**src/roce_gen_defs.svh**
```systemverilog
`ifndef ROCE_GEN_DEFS_SVH
`define ROCE_GEN_DEFS_SVH

// transmit and descriptor stream geometry
`define AXIS_BYTES 64
`define AXIS_W 512
`define BEAT_IDX_W 3

// queue pairs
`define QP_COUNT 4
`define QP_IDX_W 2

// packets per phase
`define SEND_PKT_COUNT 8
`define READ_PKT_COUNT 8
`define WRITE_PKT_COUNT 8

// packet lengths in bytes
`define SEND_PAYLOAD_BYTES 80
`define READ_PAYLOAD_BYTES 256
`define ETH_HDR_BYTES 14
`define IPV4_HDR_BYTES 20
`define BTH_HDR_BYTES 54
`define AETH_HDR_BYTES 58
`define ICRC_BYTES 4
`define HDR_LEN_W 6
`define FRAME_LEN_W 9

// descriptor byte offsets, most significant byte first
`define WQE_QP_BYTE 47
`define WQE_PSN_BYTE 51

`endif

```
**src/gen_ctrl_pkg.sv**
```systemverilog
package gen_ctrl_pkg;

  // per queue pair destination and starting psn
  typedef struct packed {
    logic [47:0] dst_mac;
    logic [31:0] dst_ip;
    logic [23:0] base_psn;
  } qp_ctx_t;

  typedef enum logic [2:0] {
    IDLE,
    SEND,
    READ,
    WRITE,
    DONE
  } gen_phase_e;

endpackage

```
**src/roce_hdr_pkg.sv**
```systemverilog
package roce_hdr_pkg;

  // enum value is the BTH opcode
  typedef enum logic [7:0] {
    SEND      = 8'h04,
    READ_RESP = 8'h10,
    ACK       = 8'h11
  } frame_kind_e;

  typedef struct packed {
    logic [47:0] dst_mac;
    logic [47:0] src_mac;
    logic [15:0] ethertype;
  } eth_hdr_t;

  typedef struct packed {
    logic [7:0]  ver_ihl;
    logic [7:0]  tos;
    logic [15:0] total_len;
    logic [15:0] ident;
    logic [15:0] flags_frag;
    logic [7:0]  ttl;
    logic [7:0]  protocol;
    logic [15:0] checksum;
    logic [31:0] src_ip;
    logic [31:0] dst_ip;
  } ipv4_hdr_t;

  typedef struct packed {
    logic [15:0] src_port;
    logic [15:0] dst_port;
    logic [15:0] length;
    logic [15:0] checksum;
  } udp_hdr_t;

  typedef struct packed {
    logic [7:0]  opcode;
    logic [7:0]  flags;
    logic [15:0] pkey;
    logic [7:0]  rsvd0;
    logic [23:0] dst_qp;
    logic [7:0]  rsvd1;
    logic [23:0] psn;
  } bth_t;

  // first wire byte sits in the top bits
  typedef struct packed {
    eth_hdr_t    eth;
    ipv4_hdr_t   ipv4;
    udp_hdr_t    udp;
    bth_t        bth;
    logic [31:0] aeth;
  } roce_hdr_t;

endpackage

```
**src/gen_ifs.sv**
```systemverilog
`include "roce_gen_defs.svh"

// one-cycle header request, no back-pressure
interface hdr_req_if;
  logic                      req;
  roce_hdr_pkg::frame_kind_e kind;
  logic [23:0]               qp;
  logic [23:0]               psn;
  logic [7:0]                seq;

  modport master (output req, kind, qp, psn, seq);
  modport slave  (input  req, kind, qp, psn, seq);
endinterface

// built frame handed to the serializer, done comes back
interface frame_if;
  logic                           valid;
  logic [`AETH_HDR_BYTES*8-1:0]   hdr;
  logic [`HDR_LEN_W-1:0]          hdr_len;
  logic [`FRAME_LEN_W-1:0]        pay_len;
  logic [7:0]                     pay_byte;
  logic [`FRAME_LEN_W-1:0]        frame_len;
  logic                           done;

  modport master  (output valid, hdr, hdr_len, pay_len, pay_byte, frame_len);
  modport slave   (input  valid, hdr, hdr_len, pay_len, pay_byte, frame_len,
                   output done);
  modport monitor (input  done);
endinterface

```
**src/qp_context_table.sv**
```systemverilog
`include "roce_gen_defs.svh"

module qp_context_table (
  input  logic                  core_clk,
  input  logic                  core_aresetn,
  input  logic                  we_i,
  input  logic [`QP_IDX_W-1:0]  wr_idx_i,
  input  gen_ctrl_pkg::qp_ctx_t wr_ctx_i,
  input  logic [`QP_IDX_W-1:0]  rd_idx_i,
  output gen_ctrl_pkg::qp_ctx_t rd_ctx_o
);

  gen_ctrl_pkg::qp_ctx_t ctx_q [`QP_COUNT];

  always_ff @(posedge core_clk or negedge core_aresetn) begin
    if (!core_aresetn) begin
      for (int i = 0; i < `QP_COUNT; i++) begin
        ctx_q[i] <= '0;
      end
    end else if (we_i) begin
      ctx_q[wr_idx_i] <= wr_ctx_i;
    end
  end

  // shared by sequencer and builder
  assign rd_ctx_o = ctx_q[rd_idx_i];

endmodule

```
**src/pkt_sequencer.sv**
```systemverilog
`include "roce_gen_defs.svh"

module pkt_sequencer (
  input  logic                 core_clk,
  input  logic                 core_aresetn,
  input  logic                 start_i,
  input  logic [`AXIS_W-1:0]   wqe_tdata_i,
  input  logic                 wqe_tvalid_i,
  hdr_req_if.master            req,
  frame_if.monitor             frame,
  input  logic [23:0]          rd_base_psn_i,
  output logic [`QP_IDX_W-1:0] rd_idx_o,
  output logic                 post_rd_wqe_o,
  output logic                 post_wr_wqe_o,
  output logic                 send_done_o,
  output logic                 read_done_o,
  output logic                 write_done_o
);

  typedef enum logic [1:0] {
    STEP_NEXT,
    STEP_WQE,
    STEP_REQ,
    STEP_BUSY
  } step_e;

  localparam logic [7:0] SEND_CNT  = `SEND_PKT_COUNT;
  localparam logic [7:0] READ_CNT  = `READ_PKT_COUNT;
  localparam logic [7:0] WRITE_CNT = `WRITE_PKT_COUNT;

  gen_ctrl_pkg::gen_phase_e phase_q;
  step_e                    step_q;
  logic [7:0]               cnt_q;
  logic [7:0]               phase_cnt;
  logic [23:0]              qp_q;
  logic [23:0]              psn_q;

  always_comb begin
    case (phase_q)
      gen_ctrl_pkg::SEND: phase_cnt = SEND_CNT;
      gen_ctrl_pkg::READ: phase_cnt = READ_CNT;
      default:            phase_cnt = WRITE_CNT;
    endcase
  end

  always_ff @(posedge core_clk or negedge core_aresetn) begin
    if (!core_aresetn) begin
      phase_q       <= gen_ctrl_pkg::IDLE;
      step_q        <= STEP_NEXT;
      cnt_q         <= '0;
      post_rd_wqe_o <= 1'b0;
      post_wr_wqe_o <= 1'b0;
      send_done_o   <= 1'b0;
      read_done_o   <= 1'b0;
      write_done_o  <= 1'b0;
    end else begin
      post_rd_wqe_o <= 1'b0;
      post_wr_wqe_o <= 1'b0;
      case (step_q)
        STEP_NEXT: begin
          if (phase_q == gen_ctrl_pkg::IDLE) begin
            if (start_i) begin
              phase_q <= gen_ctrl_pkg::SEND;
            end
          end else if (phase_q != gen_ctrl_pkg::DONE) begin
            if (cnt_q == phase_cnt) begin
              cnt_q <= '0;
              case (phase_q)
                gen_ctrl_pkg::SEND: begin
                  phase_q     <= gen_ctrl_pkg::READ;
                  send_done_o <= 1'b1;
                end
                gen_ctrl_pkg::READ: begin
                  phase_q     <= gen_ctrl_pkg::WRITE;
                  read_done_o <= 1'b1;
                end
                default: begin
                  phase_q      <= gen_ctrl_pkg::DONE;
                  write_done_o <= 1'b1;
                end
              endcase
            end else if (phase_q == gen_ctrl_pkg::SEND) begin
              step_q <= STEP_REQ;
            end else begin
              post_rd_wqe_o <= (phase_q == gen_ctrl_pkg::READ);
              post_wr_wqe_o <= (phase_q == gen_ctrl_pkg::WRITE);
              step_q        <= STEP_WQE;
            end
          end
        end
        STEP_WQE: begin
          if (wqe_tvalid_i) begin
            step_q <= STEP_REQ;
          end
        end
        STEP_REQ: step_q <= STEP_BUSY;
        default: begin
          if (frame.done) begin
            cnt_q  <= cnt_q + 8'd1;
            step_q <= STEP_NEXT;
          end
        end
      endcase
    end
  end

  // send packets rotate over the queue pairs, others take the descriptor
  always_ff @(posedge core_clk) begin
    if (step_q == STEP_NEXT) begin
      qp_q <= 24'(cnt_q[`QP_IDX_W-1:0]);
    end else if (step_q == STEP_WQE && wqe_tvalid_i) begin
      qp_q  <= {wqe_tdata_i[`WQE_QP_BYTE*8 +: 8],
                wqe_tdata_i[(`WQE_QP_BYTE+1)*8 +: 8],
                wqe_tdata_i[(`WQE_QP_BYTE+2)*8 +: 8]};
      psn_q <= {wqe_tdata_i[`WQE_PSN_BYTE*8 +: 8],
                wqe_tdata_i[(`WQE_PSN_BYTE+1)*8 +: 8],
                wqe_tdata_i[(`WQE_PSN_BYTE+2)*8 +: 8]};
    end
  end

  always_comb begin
    case (phase_q)
      gen_ctrl_pkg::SEND: req.kind = roce_hdr_pkg::SEND;
      gen_ctrl_pkg::READ: req.kind = roce_hdr_pkg::READ_RESP;
      default:            req.kind = roce_hdr_pkg::ACK;
    endcase
  end

  assign req.req  = (step_q == STEP_REQ);
  assign req.qp   = qp_q;
  assign req.seq  = cnt_q;
  assign req.psn  = (phase_q == gen_ctrl_pkg::SEND) ? rd_base_psn_i + 24'(cnt_q) : psn_q;
  assign rd_idx_o = qp_q[`QP_IDX_W-1:0];

endmodule

```
**src/roce_hdr_builder.sv**
```systemverilog
`include "roce_gen_defs.svh"

module roce_hdr_builder (
  input  logic                  core_clk,
  input  logic                  core_aresetn,
  hdr_req_if.slave              req,
  input  logic [47:0]           src_mac_i,
  input  logic [31:0]           src_ip_i,
  input  gen_ctrl_pkg::qp_ctx_t ctx_i,
  frame_if.master               frame
);

  localparam int LW = `FRAME_LEN_W;
  localparam logic [`HDR_LEN_W-1:0] SEND_HDR_LEN = `BTH_HDR_BYTES;
  localparam logic [`HDR_LEN_W-1:0] AETH_HDR_LEN = `AETH_HDR_BYTES;
  localparam logic [LW-1:0]         SEND_PAY_LEN = `SEND_PAYLOAD_BYTES;
  localparam logic [LW-1:0]         READ_PAY_LEN = `READ_PAYLOAD_BYTES;
  localparam logic [LW-1:0]         ICRC_LEN     = `ICRC_BYTES;

  roce_hdr_pkg::roce_hdr_t          hdr;
  logic [`AETH_HDR_BYTES*8-1:0]     hdr_swap;
  logic [`HDR_LEN_W-1:0]            hdr_len;
  logic [LW-1:0]                    pay_len;
  logic [LW-1:0]                    icrc_len;
  logic [7:0]                       pay_byte;
  logic [15:0]                      ip_len;

  // ones complement sum over ten words, carries folded twice
  function automatic logic [15:0] ip_csum(input roce_hdr_pkg::ipv4_hdr_t ip);
    logic [159:0] words;
    logic [19:0]  sum;
    words = ip;
    sum   = '0;
    for (int i = 0; i < 10; i++) begin
      sum = sum + 20'(words[i*16 +: 16]);
    end
    sum = 20'(sum[15:0]) + 20'(sum[19:16]);
    sum = 20'(sum[15:0]) + 20'(sum[19:16]);
    return ~sum[15:0];
  endfunction

  always_comb begin
    case (req.kind)
      roce_hdr_pkg::SEND: begin
        hdr_len  = SEND_HDR_LEN;
        pay_len  = SEND_PAY_LEN;
        icrc_len = '0;
        pay_byte = req.seq + 8'd1;
      end
      roce_hdr_pkg::READ_RESP: begin
        hdr_len  = AETH_HDR_LEN;
        pay_len  = READ_PAY_LEN;
        icrc_len = ICRC_LEN;
        pay_byte = {4'h1, req.seq[3:0] + 4'h1};
      end
      default: begin
        hdr_len  = AETH_HDR_LEN;
        pay_len  = '0;
        icrc_len = '0;
        pay_byte = 8'h00;
      end
    endcase
    // ip length always counts the icrc, wire or not
    ip_len = 16'(hdr_len) + 16'(pay_len) + 16'(`ICRC_BYTES) - 16'(`ETH_HDR_BYTES);

    hdr.eth  = '{dst_mac: ctx_i.dst_mac, src_mac: src_mac_i, ethertype: 16'h0800};
    hdr.ipv4 = '{ver_ihl: 8'h45, tos: 8'hb8, total_len: ip_len, ident: 16'h5555,
                 flags_frag: 16'h4000, ttl: 8'hba, protocol: 8'h11, checksum: 16'h0000,
                 src_ip: src_ip_i, dst_ip: ctx_i.dst_ip};
    hdr.ipv4.checksum = ip_csum(hdr.ipv4);
    hdr.udp  = '{src_port: 16'h6851, dst_port: 16'h12b7,
                 length: ip_len - 16'(`IPV4_HDR_BYTES), checksum: 16'h0000};
    hdr.bth  = '{opcode: req.kind, flags: 8'h30, pkey: 16'h666f, rsvd0: 8'h05,
                 dst_qp: req.qp, rsvd1: 8'h00, psn: req.psn};
    hdr.aeth = 32'h0000_0000;
  end

  // first wire byte into lane 0
  assign hdr_swap = {<<8{hdr}};

  always_ff @(posedge core_clk or negedge core_aresetn) begin
    if (!core_aresetn) begin
      frame.valid <= 1'b0;
    end else begin
      frame.valid <= req.req;
    end
  end

  always_ff @(posedge core_clk) begin
    if (req.req) begin
      frame.hdr       <= hdr_swap;
      frame.hdr_len   <= hdr_len;
      frame.pay_len   <= pay_len;
      frame.pay_byte  <= pay_byte;
      frame.frame_len <= LW'(hdr_len) + pay_len + icrc_len;
    end
  end

endmodule

```
**src/beat_serializer.sv**
```systemverilog
`include "roce_gen_defs.svh"

module beat_serializer (
  input  logic                    core_clk,
  input  logic                    core_aresetn,
  frame_if.slave                  frame,
  input  logic                    tx_tready_i,
  output logic [`AXIS_W-1:0]      tx_tdata_o,
  output logic [`AXIS_BYTES-1:0]  tx_tkeep_o,
  output logic                    tx_tvalid_o,
  output logic                    tx_tlast_o
);

  localparam logic [`FRAME_LEN_W-1:0] BEAT_LEN = `AXIS_BYTES;

  logic [`BEAT_IDX_W-1:0]         beat_q;
  logic [`FRAME_LEN_W-1:0]        rem_q;
  logic [`AETH_HDR_BYTES*8-1:0]   hdr_q;
  logic [`HDR_LEN_W-1:0]          hdr_len_q;
  logic [`FRAME_LEN_W-1:0]        pay_end_q;
  logic [7:0]                     pay_byte_q;
  logic                           accept;

  assign accept     = tx_tvalid_o & tx_tready_i;
  assign tx_tlast_o = tx_tvalid_o & (rem_q <= BEAT_LEN);
  assign frame.done = accept & tx_tlast_o;

  always_ff @(posedge core_clk or negedge core_aresetn) begin
    if (!core_aresetn) begin
      tx_tvalid_o <= 1'b0;
      beat_q      <= '0;
      rem_q       <= '0;
    end else if (frame.valid) begin
      tx_tvalid_o <= 1'b1;
      beat_q      <= '0;
      rem_q       <= frame.frame_len;
    end else if (accept) begin
      tx_tvalid_o <= ~tx_tlast_o;
      beat_q      <= beat_q + 1'b1;
      rem_q       <= rem_q - BEAT_LEN;
    end
  end

  always_ff @(posedge core_clk) begin
    if (frame.valid) begin
      hdr_q      <= frame.hdr;
      hdr_len_q  <= frame.hdr_len;
      pay_end_q  <= `FRAME_LEN_W'(frame.hdr_len) + frame.pay_len;
      pay_byte_q <= frame.pay_byte;
    end
  end

  // header, then payload, then zero icrc
  for (genvar j = 0; j < `AXIS_BYTES; j++) begin : g_lane
    logic [`FRAME_LEN_W-1:0] pos;
    logic [7:0]              hdr_byte;

    assign pos = {beat_q, 6'(j)};
    if (j < `AETH_HDR_BYTES) begin : g_hdr
      assign hdr_byte = hdr_q[j*8 +: 8];
    end else begin : g_no_hdr
      assign hdr_byte = 8'h00;
    end
    assign tx_tdata_o[j*8 +: 8] = (pos < `FRAME_LEN_W'(hdr_len_q)) ? hdr_byte :
                                  (pos < pay_end_q)                ? pay_byte_q : 8'h00;
  end

  assign tx_tkeep_o = tx_tlast_o ? ~({`AXIS_BYTES{1'b1}} << rem_q) : {`AXIS_BYTES{1'b1}};

endmodule

```
**src/roce_pkt_gen_top.sv**
```systemverilog
`include "roce_gen_defs.svh"

module roce_pkt_gen_top (
  input  logic                    core_clk,
  input  logic                    core_aresetn,
  input  logic                    start_i,
  input  logic [47:0]             src_mac_i,
  input  logic [31:0]             src_ip_i,
  input  logic                    cfg_we_i,
  input  logic [`QP_IDX_W-1:0]    cfg_qp_i,
  input  logic [47:0]             cfg_mac_i,
  input  logic [31:0]             cfg_ip_i,
  input  logic [23:0]             cfg_psn_i,
  input  logic [`AXIS_W-1:0]      wqe_tdata_i,
  input  logic                    wqe_tvalid_i,
  input  logic                    tx_tready_i,
  output logic [`AXIS_W-1:0]      tx_tdata_o,
  output logic [`AXIS_BYTES-1:0]  tx_tkeep_o,
  output logic                    tx_tvalid_o,
  output logic                    tx_tlast_o,
  output logic                    post_rd_wqe_o,
  output logic                    post_wr_wqe_o,
  output logic                    send_done_o,
  output logic                    read_done_o,
  output logic                    write_done_o
);

  hdr_req_if i_hdr_req ();
  frame_if   i_frame ();

  gen_ctrl_pkg::qp_ctx_t  cfg_ctx;
  gen_ctrl_pkg::qp_ctx_t  rd_ctx;
  logic [`QP_IDX_W-1:0]   rd_idx;

  assign cfg_ctx = '{dst_mac: cfg_mac_i, dst_ip: cfg_ip_i, base_psn: cfg_psn_i};

  qp_context_table i_qp_context_table (
    .core_clk     (core_clk),
    .core_aresetn (core_aresetn),
    .we_i         (cfg_we_i),
    .wr_idx_i     (cfg_qp_i),
    .wr_ctx_i     (cfg_ctx),
    .rd_idx_i     (rd_idx),
    .rd_ctx_o     (rd_ctx)
  );

  pkt_sequencer i_pkt_sequencer (
    .core_clk      (core_clk),
    .core_aresetn  (core_aresetn),
    .start_i       (start_i),
    .wqe_tdata_i   (wqe_tdata_i),
    .wqe_tvalid_i  (wqe_tvalid_i),
    .req           (i_hdr_req.master),
    .frame         (i_frame.monitor),
    .rd_base_psn_i (rd_ctx.base_psn),
    .rd_idx_o      (rd_idx),
    .post_rd_wqe_o (post_rd_wqe_o),
    .post_wr_wqe_o (post_wr_wqe_o),
    .send_done_o   (send_done_o),
    .read_done_o   (read_done_o),
    .write_done_o  (write_done_o)
  );

  roce_hdr_builder i_roce_hdr_builder (
    .core_clk     (core_clk),
    .core_aresetn (core_aresetn),
    .req          (i_hdr_req.slave),
    .src_mac_i    (src_mac_i),
    .src_ip_i     (src_ip_i),
    .ctx_i        (rd_ctx),
    .frame        (i_frame.master)
  );

  beat_serializer i_beat_serializer (
    .core_clk     (core_clk),
    .core_aresetn (core_aresetn),
    .frame        (i_frame.slave),
    .tx_tready_i  (tx_tready_i),
    .tx_tdata_o   (tx_tdata_o),
    .tx_tkeep_o   (tx_tkeep_o),
    .tx_tvalid_o  (tx_tvalid_o),
    .tx_tlast_o   (tx_tlast_o)
  );

endmodule

```
**config.mk**
```make
export PLATFORM = sky130hd
export DESIGN_NAME = roce_pkt_gen_top
export DESIGN_NICKNAME = d
export VERILOG_FILES = /design/src/gen_ctrl_pkg.sv /design/src/roce_hdr_pkg.sv /design/src/gen_ifs.sv /design/src/qp_context_table.sv /design/src/pkt_sequencer.sv /design/src/roce_hdr_builder.sv /design/src/beat_serializer.sv /design/src/roce_pkt_gen_top.sv
export VERILOG_INCLUDE_DIRS = /design/src /design/src/src
export SDC_FILE = /design/constraint.sdc
export NUM_CORES = 1
export LEC_CHECK = 0
export BUFFER_PORTS_ARGS = -buffer_cell sky130_fd_sc_hd__buf_2
export CAP_MARGIN = 20
export CORE_AREA = 5 5 502 504
export DETAILED_ROUTE_END_ITERATION = 8
export DIE_AREA = 0 0 507 509
export PLACE_DENSITY = 0.36
export SYNTH_ARGS = -nofsm -noshare
export SYNTH_HDL_FRONTEND = slang
export SYNTH_SLANG_ARGS = --single-unit
```
**constraint.sdc**
```tcl
create_clock -name core_clk -period 11.6 [get_ports core_clk]
set_clock_uncertainty 0.2 [all_clocks]
set_input_delay 0.58 -clock core_clk [delete_from_list [all_inputs] [get_ports core_clk]]
set_output_delay 0.58 -clock core_clk [all_outputs]
set_load 0.02 [all_outputs]
```
* Yosys cells after proc, flatten, opt, wreduce, memory -nomap -nowiden
Cells that the tools add are included.
Operators by class: add/subtract/negate cells 22, $mul 0, div/mod/pow operators 0, order comparisons 132, equal/unequal tests 15, shifts and indexed selects 1, multiplexer cells 176, bitwise operators 12, reductions and logical operators 19
Operator list (number):
- 2-to-1 mux 8 bit | 132
- < comparator 9 x 6 -> 1 bit | 64
- < comparator 9 bit | 64
- bitwise mux 416 bit | 1
- 2-to-1 mux 104 bit | 3
- binary-select mux 104 bit (select 2 bit) | 1
- demux 104 bit (select 2 bit) | 1
- 2-to-1 mux 64 bit | 1
- inverter 64 bit | 1
- left shift 64 x 9 -> 64 bit (first input constant) | 1
- adder 20 x 15 -> 20 bit (second input constant) | 3
- adder 20 x 16 -> 20 bit | 3
- case mux 8 bit (2 select lines) | 2
- AND reduction 5 bit | 5
- adder 24 x 8 -> 24 bit | 1
- 2-to-1 mux 24 bit | 1
- 2-to-1 mux 3 bit | 7
- adder 20 x 16 -> 20 bit (second input constant) | 1
- adder 6 x 9 -> 9 bit | 2
- 2-to-1 mux 9 bit | 2
- case mux 9 bit (2 select lines) | 1
- adder 16 x 16 -> 17 bit | 1
- adder 16 x 4 -> 17 bit | 1
- adder 16 x 3 -> 16 bit (second input constant) | 1
- other kinds (40) | 77
Word-level totals: register bits after elaboration 1079, latch bits 0, bits in writable memories 0, ROM bits 0, output and inout port bits 583, memories kept 0

* Depth between registers and ports, before layout
word-level depth 15, gate-level depth with buffers 46, mapped depth without buffers 41

* Cells and area by module
A second synthesis with hierarchy kept.
Unflattened totals: cell total of the unflattened synthesis 3938, area total of the unflattened synthesis 57811.7 um2
By module, submodules not included:
- beat_serializer | instances 1, cells each 1662, area an instance 23741.5 um2, seq. area each 14949.3 um2
- qp_context_table | instances 1, cells each 1008, area an instance 17832.1 um2, seq. area each 10410.0 um2
- roce_hdr_builder | instances 1, cells each 947, area an instance 12917.4 um2, seq. area each 7622.3 um2
- pkt_sequencer | instances 1, cells each 321, area an instance 3320.7 um2, seq. area each 1671.6 um2

* Worst setup path before layout
OpenSTA, ideal clock, no wires.
path kind register -> register, from reg i_pkt_sequencer.qp_q[0], in the netlist i_pkt_sequencer.req.qp[0], to reg i_roce_hdr_builder.frame.hdr[197] (data pin), arrival 10015 ps, required time 11132 ps, slack 1117 ps, cell stages (with the launch flop) 47, period minus slack after synthesis 10483 ps, path through edfxtp_1 -> buf_6 -> buf_6 -> buf_2 -> buf_1 -> buf_2 -> mux4_2 -> ha_1 -> fa_1 -> a21o_1 -> a21oi_1 -> o21bai_1 -> nand2_1 -> a21oi_1 -> nand3_1 -> nand2b_1 -> xnor2_1 -> ha_1 -> (+11 left out) -> a21o_1 -> xnor2_1 -> fa_1 -> nand2b_1 -> a21oi_1 -> and4bb_2 -> nand4_1 -> nor2_1 -> nand3_1 -> nor3_1 -> ha_1 -> and3_1 -> nand3_1 -> a21oi_1 -> nand4_1 -> a21oi_1 -> a22oi_1 -> xor2_1
RTL lines:
- from (decl) | RTL line pkt_sequencer.sv:35 | logic [23:0] qp_q;
- from (signal assigned) | RTL line pkt_sequencer.sv:110 | qp_q <= 24'(cnt_q[`QP_IDX_W-1:0]);
- from (signal assigned) | RTL line pkt_sequencer.sv:112 | qp_q <= {wqe_tdata_i[`WQE_QP_BYTE*8 +: 8],
- to (signal assigned) | RTL line roce_hdr_builder.sv:91 | frame.hdr <= hdr_swap;
- to (decl) | RTL line gen_ifs.sv:25 | modport master (output valid, hdr, hdr_len, pay_len, pay_byte, frame_len);

==> flow_summary_export.csv <==
group,metric,value,unit
status,run_status,"complete, no violations",
worst_setup_path,capture_point_of_the_worst_reg_to_reg_path,"i_roce_hdr_builder.frame.hdr[197]",
logic_synthesis,synth_top_area_frac,0.3569,
job,max-cap-violations,0,
worst_setup_path,critPathCaptureType,"register",
worst_setup_path,rrSetupSlack,1030,ps
grt,pin_count_of_the_biggest_net_entering_global_routing,160,
place,globalplace.congestion,0.9167,
sta,tightestPinTransition,1090,ps
routing,dr_total_vias,28490,
min_path,hold_path_depth,4,
clocking,clkSinkCount,991,
clocking,clk_root_buffer_cell,"clkbuf_16",
worst_setup_path,biggest_cell_delay_along_the_critical_path,640,ps
floorplanning,design.die.area,0.2581,mm^2
clocking,max-clock-path-buffers,3,
min_path,hold-path-endpoint,"i_pkt_sequencer.step_q[1]",
logic_synthesis,ys_seq_elements,991,
logic_synthesis,synth_edf_count,524,
sta,slew_headroom,0.2734,
clocking,insertion_delay,770,ps
grt,initial_antenna_violation_count,50,
routing,detail_route.drc_violations,0,
min_path,timing.hold.worst.start,"wqe_tvalid_i",
logic_synthesis,synthesis.yosys.warnings,0,
worst_setup_path,critical-path-slowest-cell,"mux4_2",
sta,fin_crit_sh,0.9112,
clocking,cts_max_level,4,
sta,finalSetupTns,0,ps
floorplanning,die_h,509,um
place,place.port_buffers,822,
logic_synthesis,yosysUniqueCellTypes,73,
grt,grt_pass1_vias,29810,
worst_setup_path,r2r.worst_path.cells,40,
logic_synthesis,yosysTopAreaCell,"edfxtp_1",
final_layout,fraction_of_layout_instances_using_a_drive_strength_above_1,0.4107,
logic_synthesis,synth-async-reset-ratio,0.4490,
logic_synthesis,syn-instance-count,3034,
place,dp_hpwl,126.2,mm
grt,groute.usage.overall,0.1311,
floorplanning,io_pins,1287,
logic_synthesis,netlist_top_cells_count,"edfxtp_1 (524), dfrtp_1 (445), mux2_2 (422), nand2_1 (264), a21o_1 (192)",
worst_setup_path,worstSetupStartpointType,"register",
clocking,cts.clk_slew.worst_paths,60,ps
logic_synthesis,dominantRegCellSynth,"edfxtp_1",
logic_synthesis,syn_area,0.04409,mm^2
place,dpl_cell_area,0.05141,mm^2
floorplanning,rows,183,
routing,first_iter_violations,1323,
floorplanning,floorplan.core_area,0.2473,mm^2
sta,grt_setup_unrepaired,"no",
sta,clock.fmax,94.61,MHz
sta,report.final.slew_viol_count,0,
routing,ant_nets,0,
clocking,tritoncts,"built",
worst_setup_path,path_type_of_the_worst_setup_path,"register to register",
final_layout,layout.cell_area.non_filler,0.05823,mm^2
grt,grt_remaining_overflow,0,
sta,timing_hold_violations_final,0,
sta,min_clock_period_post_route,10570,ps
routing,dr.pass1.iters,5,
worst_setup_path,cp.required,11880,ps
clocking,postCtsResizedCells,0,
clocking,hold_buffers,235,
worst_setup_path,timing.rr.start,"i_pkt_sequencer.req.qp[0]",
floorplanning,start_util,0.1783,
clocking,cts-buffers-inserted,132,
sta,setup_viol,0,
routing,wire_per_inst,23.57,um
routing,routed_via_density,3.861,
final_layout,area_growth_syn_to_layout,32.09,%
logic_synthesis,syn-mean-instance-area,14.53,um^2
final_layout,num-nets-final,4836,
logic_synthesis,top_post_synthesis_cells_by_area,"edfxtp_1 (36%), dfrtp_1 (25%), mux2_2 (11%)",
grt,grt_first_pass_wirelength,239.9,mm
floorplanning,die_width,507,um
worst_setup_path,signal_arrival_time_at_the_worst_endpoint,10850,ps
worst_setup_path,crit_path_max_fanout,21,
logic_synthesis,synth_sequential_area_ratio,0.6195,
min_path,min-delay-path-class,"primary input to register",
routing,wirelength,173.9,mm
clocking,post-cts-setup-buffer-count,0,
logic_synthesis,post-synth-top-count-cell,"edfxtp_1",
final_layout,finalCoreUtilization,0.2355,
-- routing by layer --
layer / global-route usage / part of all wire
met1: 0.1586 / 0.42
met2: 0.2319 / 0.50
met3: 0.02901 / 0.051
met4: 0.03994 / 0.030
met5: 0 / 0.00099
-- worst max-delay path, delay by kind of cell (launching register included) --
kind	cells	cell delay [ps]
AO/OA/AOI/OAI	13	2680
XOR/XNOR	3	690
adder cells (fa/ha/maj)	8	2860
buffers and inverters	4	820
flip-flops	1	370
multiplexers	1	640
AND/OR/NAND/NOR	11	1990
-- placed cells by master, fill, tap and decap left out, types with 42 or more instances in the layout --
cell type,n
mux2_2,422
clkbuf_16,134
or2_2,42
mux4_2,103
dlygate4sd3_1,235
ha_1,79
edfxtp_1,524
o21ai_0,51
a21o_1,192
inv_1,92
dfrtp_1,443
buf_2,822
nand2_1,261
xnor2_1,51
buf_4,61
nor2_1,120
-- final cells by class --
cell class / count / area [um^2]
Clock buffer: 185 / 3695
Multi-Input combinational cell: 1675 / 14950
Inverter: 92 / 345.3
Antenna cell: 15 / 37.54
Sequential cell: 991 / 27320
Fill cell: 26110 / 189100
Clock inverter: 57 / 730.7
Timing Repair Buffer: 1127 / 7107
Tap cell: 3237 / 4050
-- per-stage QoR --
| step | hold slack (ps) | setup WS [ps] | instances |
|---|---|---|---|
| global route | 119.4 | 291.6 | 7366 |
| global placement | 200.6 | 889.1 | 6885 |
| finish | 120.7 | 1030 | 7379 |
| detailed placement | 204.5 | 881.5 | 6886 |
| floorplan | 84.41 | 1117 | 3049 |
| CTS | 19.99 | 841.5 | 7363 |
-- registers in the layout, indices dropped and copies added (netlist names), 6 cells and up --
signal	count
i_beat_serializer.hdr_q	240
i_pkt_sequencer.req.seq	8
i_qp_context_table.ctx_q	416
i_beat_serializer.rem_q	6
i_roce_hdr_builder.frame.pay_byte	8
i_pkt_sequencer.psn_q	24
i_roce_hdr_builder.frame.hdr	239
i_beat_serializer.pay_byte_q	8
i_pkt_sequencer.req.qp	24
-- worst max path at each step --
stage / start / endpoint / depth (start not counted)
after floorplan: i_pkt_sequencer.req.qp[0] / i_roce_hdr_builder.frame.hdr[197] / 46
final: i_pkt_sequencer.req.qp[0] / i_roce_hdr_builder.frame.hdr[197] / 40
after global routing: i_pkt_sequencer.req.qp[0] / i_roce_hdr_builder.frame.hdr[197] / 40
after CTS: i_pkt_sequencer.req.qp[1] / i_roce_hdr_builder.frame.hdr[197] / 41
after global placement: i_pkt_sequencer.req.qp[0] / i_roce_hdr_builder.frame.hdr[197] / 40
after detailed placement: i_pkt_sequencer.req.qp[1] / i_roce_hdr_builder.frame.hdr[197] / 41
-- cells by family (layout without fill, tap and decap cells) --
logic type / Yosys count / in the layout / share of synthesized area
AOI/OAI and AO/OA: 368 / 368 / 0.05943
adders and majority gates: 114 / 114 / 0.03791
other: 2 / 32 / 0.0001703
buffers and inverters: 383 / 1461 / 0.04555
muxes: 531 / 531 / 0.1618
and+or+nand+nor: 566 / 566 / 0.05968
DFF: 991 / 991 / 0.6195
xor gates and xnor gates: 79 / 79 / 0.01603
Power is left out: the tool's default activity adds up to more than one toggle a clock period on the data nets, which glitch-free logic cannot reach.
